==> config.mk <==
export PLATFORM = sky130hd
export DESIGN_NAME = decode_slice_top
export DESIGN_NICKNAME = d
export VERILOG_FILES = /design/src/design/core_pkg.sv /design/src/design/decode_bus_if.sv /design/src/design/decode_exec_reg.sv /design/src/design/decode_slice_top.sv /design/src/design/execute_unit.sv /design/src/design/instr_decoder.sv /design/src/design/register_file.sv
export SDC_FILE = /design/constraint.sdc
export NUM_CORES = 2
export LEC_CHECK = 0
export BUFFER_PORTS_ARGS = -buffer_cell sky130_fd_sc_hd__buf_2
export CAP_MARGIN = 10
export CORE_MARGIN = 5
export CORE_UTILIZATION = 35
export DETAILED_ROUTE_END_ITERATION = 8
export SYNTH_ARGS = -nofsm -noshare
export SYNTH_HDL_FRONTEND = slang
export SYNTH_SLANG_ARGS = --single-unit
export TNS_END_PERCENT = 50
==> constraint.sdc <==
create_clock -name clk -period 17.1 [get_ports clk]
set_clock_uncertainty 0.15 [all_clocks]
set_input_delay 0.855 -clock clk [delete_from_list [all_inputs] [get_ports clk]]
set_output_delay 0.855 -clock clk [all_outputs]
set_load 0.01 [all_outputs]
==> src/design/core_pkg.sv <==
`default_nettype none

package core_pkg;

  // Data path and instruction word width
  localparam int XLEN = 32;

  // Register index width and architectural register count
  localparam int REG_ADDR_W = 5;
  localparam int NUM_REGS   = 32;

  // Major opcodes of the supported RV32I subset
  // Register form, ADD SUB AND OR XOR
  localparam logic [6:0] OPC_OP     = 7'b0110011;
  // Immediate form, ADDI ANDI ORI XORI
  localparam logic [6:0] OPC_OP_IMM = 7'b0010011;
  // Conditional branches, only BEQ is decoded
  localparam logic [6:0] OPC_BRANCH = 7'b1100011;

  // Funct3 field values
  localparam logic [2:0] F3_ADD_SUB = 3'b000;
  localparam logic [2:0] F3_XOR     = 3'b100;
  localparam logic [2:0] F3_OR      = 3'b110;
  localparam logic [2:0] F3_AND     = 3'b111;
  localparam logic [2:0] F3_BEQ     = 3'b000;

  // Funct7 values of the register form
  // Base encoding used by ADD AND OR XOR
  localparam logic [6:0] F7_BASE = 7'b0000000;
  // Alternate encoding that turns ADD into SUB
  localparam logic [6:0] F7_SUB  = 7'b0100000;

  // ALU operation selected by the decoder
  typedef enum logic [2:0] {
    ALU_ADD = 3'd0,
    ALU_SUB = 3'd1,
    ALU_AND = 3'd2,
    ALU_OR  = 3'd3,
    ALU_XOR = 3'd4
  } alu_op_e;

  // ADDI x0,x0,0 placed in the pipeline on a flush
  localparam logic [XLEN-1:0] NOP_INSTR = 32'h0000_0013;

endpackage : core_pkg

`default_nettype wire

==> src/design/decode_bus_if.sv <==
`timescale 1ns/1ps
`default_nettype none

// One decoded instruction, no handshake, valid is a level per cycle
interface decode_bus_if;
  import core_pkg::*;

  // Slot holds a real instruction this cycle
  logic valid;
  // Raw word and its PC
  logic [XLEN-1:0] instr;
  logic [XLEN-1:0] pc;
  // Destination index, zero when nothing is written
  logic [REG_ADDR_W-1:0] rd;
  // ALU operands, op_b already muxed between rs2 and immediate
  logic [XLEN-1:0] op_a;
  logic [XLEN-1:0] op_b;
  // I-type or B-type immediate
  logic [XLEN-1:0] imm;
  // Control bits
  alu_op_e alu_op;
  logic reg_write;
  logic branch;

  // Producer side
  modport src (
    output valid, instr, pc, rd, op_a, op_b, imm, alu_op, reg_write, branch
  );

  // Consumer side
  modport dst (
    input valid, instr, pc, rd, op_a, op_b, imm, alu_op, reg_write, branch
  );

endinterface : decode_bus_if

`default_nettype wire

==> src/design/decode_exec_reg.sv <==
`timescale 1ns/1ps
`default_nettype none

module decode_exec_reg (
  input  wire logic clk,
  input  wire logic rst_n,
  input  wire logic stall,
  input  wire logic flush,
  decode_bus_if.dst in_bus,
  decode_bus_if.src out_bus
);
  import core_pkg::*;

  // Control bits of the slot, cleared by reset
  always_ff @(posedge clk)
  begin
    if (!rst_n)
    begin
      out_bus.valid     <= 1'b0;
      out_bus.reg_write <= 1'b0;
      out_bus.branch    <= 1'b0;
    end
    else if (flush)
    begin
      // Flush wins over stall and over a valid input
      out_bus.valid     <= 1'b0;
      out_bus.reg_write <= 1'b0;
      out_bus.branch    <= 1'b0;
    end
    else if (stall)
    begin
      // Held slot must not execute a second time
      out_bus.valid <= 1'b0;
    end
    else
    begin
      out_bus.valid     <= in_bus.valid;
      out_bus.reg_write <= in_bus.reg_write;
      out_bus.branch    <= in_bus.branch;
    end
  end

  // Payload of the slot
  always_ff @(posedge clk)
  begin
    if (flush)
    begin
      // Turn the slot into ADDI x0,x0,0
      out_bus.instr  <= NOP_INSTR;
      out_bus.pc     <= in_bus.pc;
      out_bus.rd     <= '0;
      out_bus.op_a   <= '0;
      out_bus.op_b   <= '0;
      out_bus.imm    <= '0;
      out_bus.alu_op <= ALU_ADD;
    end
    else if (!stall)
    begin
      out_bus.instr  <= in_bus.instr;
      out_bus.pc     <= in_bus.pc;
      out_bus.rd     <= in_bus.rd;
      out_bus.op_a   <= in_bus.op_a;
      out_bus.op_b   <= in_bus.op_b;
      out_bus.imm    <= in_bus.imm;
      out_bus.alu_op <= in_bus.alu_op;
    end
    // Stall keeps everything as it is
  end

endmodule : decode_exec_reg

`default_nettype wire

==> src/design/decode_slice_top.sv <==
`timescale 1ns/1ps
`default_nettype none

module decode_slice_top (
  input  wire logic                            clk,
  input  wire logic                            rst_n,
  input  wire logic                            instr_valid,
  input  wire logic [core_pkg::XLEN-1:0]       instr,
  input  wire logic [core_pkg::XLEN-1:0]       pc,
  input  wire logic                            stall,
  input  wire logic                            flush,
  output logic                                 wb_valid,
  output logic      [core_pkg::REG_ADDR_W-1:0] wb_rd,
  output logic      [core_pkg::XLEN-1:0]       wb_data,
  output logic                                 branch_taken,
  output logic      [core_pkg::XLEN-1:0]       branch_target
);
  import core_pkg::*;

  // Source register indices and read data
  logic [REG_ADDR_W-1:0] rs1;
  logic [REG_ADDR_W-1:0] rs2;
  logic [XLEN-1:0]       rs1_data;
  logic [XLEN-1:0]       rs2_data;

  // Writeback from execute into the register file
  logic                  wr_en;
  logic [REG_ADDR_W-1:0] wr_addr;
  logic [XLEN-1:0]       wr_data;

  // Decoder output and pipeline register output
  decode_bus_if dec_bus ();
  decode_bus_if ex_bus ();

  register_file u_register_file (
    .clk       (clk),
    .rst_n     (rst_n),
    .rd_addr_a (rs1),
    .rd_addr_b (rs2),
    .rd_data_a (rs1_data),
    .rd_data_b (rs2_data),
    .wr_en     (wr_en),
    .wr_addr   (wr_addr),
    .wr_data   (wr_data)
  );

  instr_decoder u_instr_decoder (
    .instr_valid (instr_valid),
    .instr       (instr),
    .pc          (pc),
    .rs1         (rs1),
    .rs2         (rs2),
    .rs1_data    (rs1_data),
    .rs2_data    (rs2_data),
    .bus         (dec_bus.src)
  );

  // Stall and flush come straight from the upstream source
  decode_exec_reg u_decode_exec_reg (
    .clk     (clk),
    .rst_n   (rst_n),
    .stall   (stall),
    .flush   (flush),
    .in_bus  (dec_bus.dst),
    .out_bus (ex_bus.src)
  );

  execute_unit u_execute_unit (
    .clk           (clk),
    .rst_n         (rst_n),
    .bus           (ex_bus.dst),
    .wr_en         (wr_en),
    .wr_addr       (wr_addr),
    .wr_data       (wr_data),
    .wb_valid      (wb_valid),
    .wb_rd         (wb_rd),
    .wb_data       (wb_data),
    .branch_taken  (branch_taken),
    .branch_target (branch_target)
  );

endmodule : decode_slice_top

`default_nettype wire

==> src/design/execute_unit.sv <==
`timescale 1ns/1ps
`default_nettype none

module execute_unit (
  input  wire logic                       clk,
  input  wire logic                       rst_n,
  decode_bus_if.dst                       bus,
  output logic                            wr_en,
  output logic [core_pkg::REG_ADDR_W-1:0] wr_addr,
  output logic [core_pkg::XLEN-1:0]       wr_data,
  output logic                            wb_valid,
  output logic [core_pkg::REG_ADDR_W-1:0] wb_rd,
  output logic [core_pkg::XLEN-1:0]       wb_data,
  output logic                            branch_taken,
  output logic [core_pkg::XLEN-1:0]       branch_target
);
  import core_pkg::*;

  // ALU output for the slot in the pipeline register
  logic [XLEN-1:0] alu_result;

  // BEQ outcome and target
  logic            take_branch;
  logic [XLEN-1:0] target;

  always_comb
  begin
    case (bus.alu_op)
      ALU_ADD: alu_result = bus.op_a + bus.op_b;
      ALU_SUB: alu_result = bus.op_a - bus.op_b;
      ALU_AND: alu_result = bus.op_a & bus.op_b;
      ALU_OR:  alu_result = bus.op_a | bus.op_b;
      ALU_XOR: alu_result = bus.op_a ^ bus.op_b;
      default: alu_result = '0;
    endcase
  end

  // Equality compare on the two register operands
  assign take_branch = bus.valid && bus.branch && (bus.op_a == bus.op_b);
  // PC relative target
  assign target = bus.pc + bus.imm;

  // Writeback lands at the end of this cycle
  // x0 never produces a write
  assign wr_en   = bus.valid && bus.reg_write && (bus.rd != '0);
  assign wr_addr = bus.rd;
  assign wr_data = alu_result;

  // Event strobes, one cycle each
  always_ff @(posedge clk)
  begin
    if (!rst_n)
    begin
      wb_valid     <= 1'b0;
      branch_taken <= 1'b0;
    end
    else
    begin
      wb_valid     <= wr_en;
      branch_taken <= take_branch;
    end
  end

  // Event payload, kept until the next event of the same kind
  always_ff @(posedge clk)
  begin
    if (wr_en)
    begin
      wb_rd   <= wr_addr;
      wb_data <= wr_data;
    end
    if (take_branch)
    begin
      branch_target <= target;
    end
  end

endmodule : execute_unit

`default_nettype wire

==> src/design/instr_decoder.sv <==
`timescale 1ns/1ps
`default_nettype none

module instr_decoder (
  input  wire logic                            instr_valid,
  input  wire logic [core_pkg::XLEN-1:0]       instr,
  input  wire logic [core_pkg::XLEN-1:0]       pc,
  output logic      [core_pkg::REG_ADDR_W-1:0] rs1,
  output logic      [core_pkg::REG_ADDR_W-1:0] rs2,
  input  wire logic [core_pkg::XLEN-1:0]       rs1_data,
  input  wire logic [core_pkg::XLEN-1:0]       rs2_data,
  decode_bus_if.src                            bus
);
  import core_pkg::*;

  // Instruction fields
  logic [6:0] opcode;
  logic [2:0] funct3;
  logic [6:0] funct7;

  // Sign-extended immediates
  logic [XLEN-1:0] imm_i;
  logic [XLEN-1:0] imm_b;

  // Class of the word, at most one is set
  logic is_op;
  logic is_op_imm;
  logic is_beq;

  // Funct3 selects one of the four ALU functions
  logic f3_ok;
  alu_op_e alu_op;
  logic reg_write;

  assign opcode = instr[6:0];
  assign funct3 = instr[14:12];
  assign funct7 = instr[31:25];

  // Source indices go straight to the register file
  assign rs1 = instr[19:15];
  assign rs2 = instr[24:20];

  // I-type, imm[11:0] in the upper bits
  assign imm_i = {{20{instr[31]}}, instr[31:20]};
  // B-type, scrambled bits and an implied zero LSB
  assign imm_b = {{19{instr[31]}}, instr[31], instr[7], instr[30:25], instr[11:8], 1'b0};

  // Map funct3 to the ALU function
  always_comb
  begin
    alu_op = ALU_ADD;
    f3_ok  = 1'b1;
    case (funct3)
      F3_ADD_SUB: alu_op = ALU_ADD;
      F3_XOR:     alu_op = ALU_XOR;
      F3_OR:      alu_op = ALU_OR;
      F3_AND:     alu_op = ALU_AND;
      default:    f3_ok  = 1'b0;
    endcase
    // SUB only exists in the register form
    if ((opcode == OPC_OP) && (funct3 == F3_ADD_SUB) && (funct7 == F7_SUB))
      alu_op = ALU_SUB;
  end

  // Register form needs the base funct7, or F7_SUB with funct3 000
  assign is_op = (opcode == OPC_OP) && f3_ok &&
                 ((funct7 == F7_BASE) || ((funct7 == F7_SUB) && (funct3 == F3_ADD_SUB)));
  assign is_op_imm = (opcode == OPC_OP_IMM) && f3_ok;
  assign is_beq    = (opcode == OPC_BRANCH) && (funct3 == F3_BEQ);

  // Anything else decodes to a slot with no effect
  assign reg_write = is_op || is_op_imm;

  // Bundle toward the pipeline register
  assign bus.valid     = instr_valid;
  assign bus.instr     = instr;
  assign bus.pc        = pc;
  // BEQ and unsupported words carry no destination
  assign bus.rd        = reg_write ? instr[11:7] : '0;
  assign bus.op_a      = rs1_data;
  // Immediate form takes the immediate, register form and BEQ take rs2
  assign bus.op_b      = is_op_imm ? imm_i : rs2_data;
  assign bus.imm       = is_beq ? imm_b : imm_i;
  assign bus.alu_op    = alu_op;
  assign bus.reg_write = reg_write;
  assign bus.branch    = is_beq;

endmodule : instr_decoder

`default_nettype wire

==> src/design/register_file.sv <==
`timescale 1ns/1ps
`default_nettype none

module register_file (
  input  wire logic                           clk,
  input  wire logic                           rst_n,
  input  wire logic [core_pkg::REG_ADDR_W-1:0] rd_addr_a,
  input  wire logic [core_pkg::REG_ADDR_W-1:0] rd_addr_b,
  output logic      [core_pkg::XLEN-1:0]       rd_data_a,
  output logic      [core_pkg::XLEN-1:0]       rd_data_b,
  input  wire logic                           wr_en,
  input  wire logic [core_pkg::REG_ADDR_W-1:0] wr_addr,
  input  wire logic [core_pkg::XLEN-1:0]       wr_data
);
  import core_pkg::*;

  // Architectural registers, entry 0 is never written
  logic [XLEN-1:0] regs [NUM_REGS];

  // Write is active only for a nonzero destination
  logic wr_active;

  assign wr_active = wr_en && (wr_addr != '0);

  // Synchronous clear of the whole file, then one write per cycle
  always_ff @(posedge clk)
  begin
    if (!rst_n)
    begin
      for (int i = 0; i < NUM_REGS; i++)
      begin
        regs[i] <= '0;
      end
    end
    else if (wr_active)
    begin
      regs[wr_addr] <= wr_data;
    end
  end

  // Combinational reads
  // Write data is forwarded so a same-cycle reader sees the new value
  always_comb
  begin
    if (rd_addr_a == '0)
      rd_data_a = '0;
    else if (wr_active && (wr_addr == rd_addr_a))
      rd_data_a = wr_data;
    else
      rd_data_a = regs[rd_addr_a];

    if (rd_addr_b == '0)
      rd_data_b = '0;
    else if (wr_active && (wr_addr == rd_addr_b))
      rd_data_b = wr_data;
    else
      rd_data_b = regs[rd_addr_b];
  end

endmodule : register_file

`default_nettype wire

## Word-level counts from Yosys, hierarchy flattened

Memories as Yosys holds them, arrays and structs flattened.
Cells that the tools add are included.

| word-level totals | value |
|---|---|
| register bits | 191 |
| output and inout port bits | 71 |
| bits of input ports | 69 |
| word-level logic and storage cells | 83 |
| memories kept | 1 |
| RAM bits | 1024 |

Memories:

| memory | depth | width | read ports | clocked after memory_dff | write ports | RTL line | source |
|---|---|---|---|---|---|---|---|
| u_register_file.regs | 32 | 32 | 2 | 0 | 32 | register_file.sv:18 | `logic [XLEN-1:0] regs [NUM_REGS];` |

| operators by class | value |
|---|---|
| reductions and logical operators | 26 |
| muxes and demuxes | 20 |
| add/subtract/negate cells | 3 |
| eq/ne operators | 15 |
| bitwise gates (word level) | 4 |

Operator list:

| operator | count |
|---|---|
| 32-bit 2-to-1 mux | 8 |
| 32-bit one-hot mux with 5 select lines | 1 |
| 32-bit adder | 2 |
| 32-bit bitwise AND | 1 |
| 32-bit equality test | 1 |
| 32-bit OR | 1 |
| 32-bit OR reduction | 1 |
| 32-bit subtractor | 1 |
| 32-bit XOR | 1 |
| 7-bit by 6-bit equality test with 1-bit output (second input constant) | 2 |
| 1-bit logical AND | 14 |
| 3-bit equality test (second input constant) | 4 |
| 12-bit 2-to-1 mux | 1 |
| 5-bit equality test | 2 |
| 5-bit zero test | 2 |
| 5-bit 2-to-1 mux | 2 |
| 3-bit one-hot mux with 3 select lines | 1 |
| 7-bit by 5-bit equality test with 1-bit output (second input constant) | 1 |
| 7-bit equality test (second input constant) | 1 |
| 7-bit zero test | 1 |
| 3-bit by 2-bit equality test with 1-bit output (second input constant) | 2 |
| 3-bit zero test | 2 |
| 1-bit 2-to-1 mux | 6 |
| 5-bit nonzero test | 1 |
| 8 further kinds | 9 |

## Logic depth before layout (Yosys ltp)

| logic depth | value |
|---|---|
| depth in word-level cells | 8 |
| depth in mapped cells | 16 |
| depth with buffers taken out | 16 |

## By module

Synthesis repeated with hierarchy kept, for this count alone.

| unflattened totals | value |
|---|---|
| cells, all modules | 5757 |
| area, all modules | 72323.1 µm² |

Modules (own cells, without submodules):

| module | times used | sequential area each (µm²) | cells each | area each (µm²) |
|---|---|---|---|---|
| register_file | 1 | 30749.5 | 3928 | 55647.1 |
| execute_unit | 1 | 2112.0 | 1138 | 9128.8 |
| decode_exec_reg | 1 | 3743.6 | 481 | 5931.9 |
| instr_decoder | 1 | 0.0 | 210 | 1615.3 |

## Worst setup path before layout

No wires, ideal clock.

| path | value |
|---|---|
| path type | register to register |
| start point | register u_decode_exec_reg.out_bus.op_a[22] |
| end point | register u_execute_unit.branch_target[0] (netlist bit), enable pin |
| stages on the path, launching flop included | 7 |
| library setup time | 0.503 ns |
| setup slack | 11.690 ns |
| data arrival time | 4.757 ns |
| clock period less this slack | 5.410 ns |
| cell sequence | dfxtp_1 inv_1 ha_1 clkbuf_1 nor4_1 nand2_1 nor4_1 |

| on the way | value |
|---|---|
| cells in the longest elaborated chain, start to end | 2 |

Ends and longest elaborated chain:

| what | RTL line | source |
|---|---|---|
| from (decl) | decode_bus_if.sv:27 | `output valid, instr, pc, rd, op_a, op_b, imm, alu_op, reg_write, branch` |
| 32-bit equality test | execute_unit.sv:39 | `assign take_branch = bus.valid && bus.branch && (bus.op_a == bus.op_b);` |
| 1-bit logical AND | execute_unit.sv:39 |  |
| named net u_execute_unit.take_branch | execute_unit.sv:23 | `logic take_branch;` |
| to (signal assigned) | execute_unit.sv:74 | `branch_target <= target;` |
| to (decl) | execute_unit.sv:15 | `output logic [core_pkg::XLEN-1:0] branch_target` |

The timed path passes the listed nets, and every way through them passes these cells.
A chain may end at the register's enable or synchronous reset.

## Final worst setup path

| path | value |
|---|---|
| start point | input port instr[20] (netlist bit) |
| end point | register u_decode_exec_reg.out_bus.op_b[20] |

| on the way | value |
|---|---|
| cells in the longest elaborated chain, start to end | 5 |

Ends and longest elaborated chain:

| what | RTL line | source |
|---|---|---|
| from (decl) | decode_slice_top.sv:8 | `input wire logic [core_pkg::XLEN-1:0] instr,` |
| branches (longest 3 deep; another with memory 32 x 32 bit) | -- |  |
| 32-bit 2-to-1 mux * | register_file.sv:52 | `if (rd_addr_b == '0)` |
| 32-bit 2-to-1 mux * | instr_decoder.sv:82 | `assign bus.op_b = is_op_imm ? imm_i : rs2_data;` |
| to (decl) | decode_bus_if.sv:27 |  |

Mark *: on every way between the ends.

==> reports/results.ini <==
[yosys]
synth_xor_xnor_area_share_pct=0.805
synth_simple_gate_area_share_pct=9.27
yosysWarnings=0
synth_top_family_by_area=multiplexers
synth.avg_cell_area_um2=13.7
synthArstFlopShare_pct=0
syn_inst=4775
ys_ff_latch=1215
synth.cell_area_um2=65300
synth_ff_type=edfxtp_1
synth_compound_area_share_pct=5.78
synth_fa_ha_area_share_pct=2.66
seq_area_frac_synth_pct=54.5
synth_cell_types=97
synth_mux_area_share_pct=23.3
synth_edf_count=1125

[route]
via_count=45018
drt_iter0_markers=6591
routedWlPerCell_um=31.5
routed_via_density=6.13
post-route-drc-count=0
drtAntennaViolNets=0
drt-pass1-iter-count=6
wirelength_um=232000

[place]
place.gp.congestion=0.868
dp_hpwl_um=134000
portBuffers=139

[floorplan]
die_y_um=442
fp.dieW_um=442
num_io_pins=140
start_util_pct=35.2
num_rows=158
core_area_um2=185000
die-area_um2=195000

[critical_path]
startpoint_type=input pin
crit_required_ns=17.58
worstSetupStartpoint=instr[20]
r2r-end=u_execute_unit.wb_data[31]
reg2reg_depth=13
critical_path_class=in2reg
critical_path_arrival_ns=5.84
crit_chain=buf_8, buf_4, buf_4, buf_4, mux4_2, mux4_2, mux2_2, a32oi_1, o21ai_1
cp_max_fo=57
crit_buf_inv=4
crit_top_cell=buf_4
cpPeakStageDelay_ns=0.91
rrSetupSlack_ns=12.30
slowest_stage=buf_4
r2r_start=u_decode_exec_reg.out_bus.op_b[11]
endpoint_kind=flop
cp_top_family=buffers and inverters

[pwr]
leakage_uw=0.0256
p_sw_uw=2090
p_sw_share_pct=27.9
pwr-share-seq_pct=46.0
power_density_nw_per_um2=102
vdd_ir_drop_max_mv=0.109
p_int_uw=5400
p_comb_share_pct=16.4
p_clk_share_pct=37.6

[cts]
cts_resized=0
clock_sinks=1215
clk_latency_ns=0.79
cts_made_buffers=130
clk_pin_slew_worst_paths_ns=0.06
cts_hold_buf=0
cts_tree=done
post_cts_buffers=0
clockBufferDepth=3
htree_num_levels=4
ctsRootBufferMaster=clkbuf_16

[global_route]
antenna_found_initial=7
grt_pass1_wl_um=328000
grt_pass1_vias=44351
grt_max_degree=123
grt_usage_pct=23.1
grt-ovfl-total=0

[timing]
drv_slew=0
relSlewSlack_pct=12.7
tightest_slew_ns=1.31
setup_violations=0
post-route-min-period_ns=5.36
hold_viol=0
period_share_pct=31.3
fmax_mhz=187
setup_tns_ns=0
grt_setup_unrepaired=false
holdWs_ns=0.106

[layout]
multiInputGateArea_um2=27900
fillCellCount=17187
postLayoutCoreUtil_pct=39.4
regArea_um2=35600
synthToLayoutAreaGrowth_pct=11.8
nNetsFinal=4976
drive_above_1_share_pct=25.2

[worst_hold_path]
hold_depth=1
min_path_type=in2reg
hold_path_startpoint=pc[20]
worstHoldEndpoint=u_decode_exec_reg.out_bus.pc[20]

[status]
status=complete, no violations

[run]
maxCapViolations=0

[stage by stage]
step / cell area (um2) / total power [uW] / setup WS, ns / cells
floorplan: 65400 / 4290 / 11.69 / 4806
global placement: 68900 / 4690 / 10.89 / 7114
detailed placement: 68900 / 4700 / 10.86 / 7115
CTS: 73000 / 7490 / 11.70 / 7344
global route: 73000 / 7700 / 11.29 / 7348
finish: 73000 / 7490 / 11.74 / 7349
[layout make-up]
type / instances / share of cell area (%)
Antenna cell: 2 / 0.00685
Timing Repair Buffer: 270 / 2.43
Clock inverter: 61 / 0.776
Sequential cell: 1215 / 48.7
Multi-Input combinational cell: 3002 / 38.2
Clock buffer: 168 / 4.85
Inverter: 151 / 0.776
Tap cell: 2480 / 4.25
[synth_stat cells, drive strengths merged, types with 13 or more instances]
cell / count / area share, %
a211oi: 31 / 0.37
a21o: 28 / 0.32
a21oi: 149 / 1.1
a221oi: 34 / 0.50
a31oi: 21 / 0.20
a32o: 14 / 0.21
buf: 133 / 1.0
clkbuf: 305 / 1.8
dfxtp: 90 / 2.8
edfxtp: 1125 / 52
ha: 134 / 2.6
inv: 150 / 0.86
mux2i: 73 / 1.1
mux4: 640 / 22
nand2: 202 / 1.2
nand3: 18 / 0.14
nor2: 1131 / 6.5
nor2b: 20 / 0.19
nor3: 41 / 0.34
nor4: 13 / 0.12
o211ai: 32 / 0.38
o21a: 13 / 0.15
o21ai: 113 / 0.87
o21bai: 16 / 0.19
o31ai: 13 / 0.19
xnor2: 43 / 0.58
xor2: 17 / 0.23
[metal layers]
layer	track usage (%)	share of wire, %	vias to the layer above
met3	5.52	12	576
met2	37.3	47	3099
met5	0	0.025	-
met4	9.78	4.8	8
li1	-	-	18171
met1	29.9	37	23164
[state kept, by name (all words and copies together) (netlist names)]
name and cells:
u_decode_exec_reg.out_bus.alu_op 3, u_decode_exec_reg.out_bus.branch 1, u_decode_exec_reg.out_bus.imm 13, u_decode_exec_reg.out_bus.op_a 32, u_decode_exec_reg.out_bus.op_b 32, u_decode_exec_reg.out_bus.pc 32
u_decode_exec_reg.out_bus.rd 5, u_decode_exec_reg.out_bus.reg_write 1, u_decode_exec_reg.out_bus.valid 1, u_execute_unit.branch_taken 1, u_execute_unit.branch_target 32, u_execute_unit.wb_data 32
u_execute_unit.wb_rd 5, u_execute_unit.wb_valid 1, u_register_file.regs 1024
[logic make-up (layout without fill, tap and decap cells)]
group,count (synthesis),in the layout
AOI/OAI and AO/OA,552,552
xor gates and xnor gates,60,60
adders and majority gates,137,137
buffers and inverters,589,650
DFF,1215,1215
muxes,721,721
other,1,34
and+or+nand+nor,1500,1500
[placed cells by master (no fill, tap or decap), drive strengths merged, types with 8 or more instances in the layout]
cell type  instances
a2111oi            8
a211oi            31
a21o              28
a21oi            149
a221oi            34
a31oi             21
a32o              14
and3              11
buf              270
bufinv             9
clkbuf           168
clkinv            41
conb              32
dfxtp             90
edfxtp          1125
ha               134
inv              156
mux2               8
mux2i             73
mux4             640
nand2            202
nand2b            10
nand3             18
nand4             11
nor2            1131
nor2b             20
nor3              41
nor3b              8
nor4              13
o211ai            32
o21a              13
o21ai            113
o21bai            16
o221ai            10
o31ai             13
or3                8
xnor2             43
xor2              17
[power by group through the flow]
stage / logic, uW / registers, uW / clock network (uW)
6_report: 1230 / 3440 / 2810
5_1_grt: 1290 / 3450 / 2960
4_1_cts: 1200 / 3440 / 2840
3_5_place_dp: 1200 / 3500 / 0
3_3_place_gp: 1190 / 3500 / 0
2_1_floorplan: 817 / 3470 / 0
[worst max-delay path by stage]
stage	to	slack (ns)	cells past startpoint
CTS	u_decode_exec_reg.out_bus.op_b[20]	11.70	9
global route	u_decode_exec_reg.out_bus.op_b[20]	11.29	9
finish	u_decode_exec_reg.out_bus.op_b[20]	11.74	9
floorplan	u_execute_unit.branch_target[0]	11.69	6
detailed placement	u_decode_exec_reg.out_bus.op_b[26]	10.86	9
global placement	u_decode_exec_reg.out_bus.op_b[26]	10.89	9
Note: power is estimated with default switching activity, not from simulation.
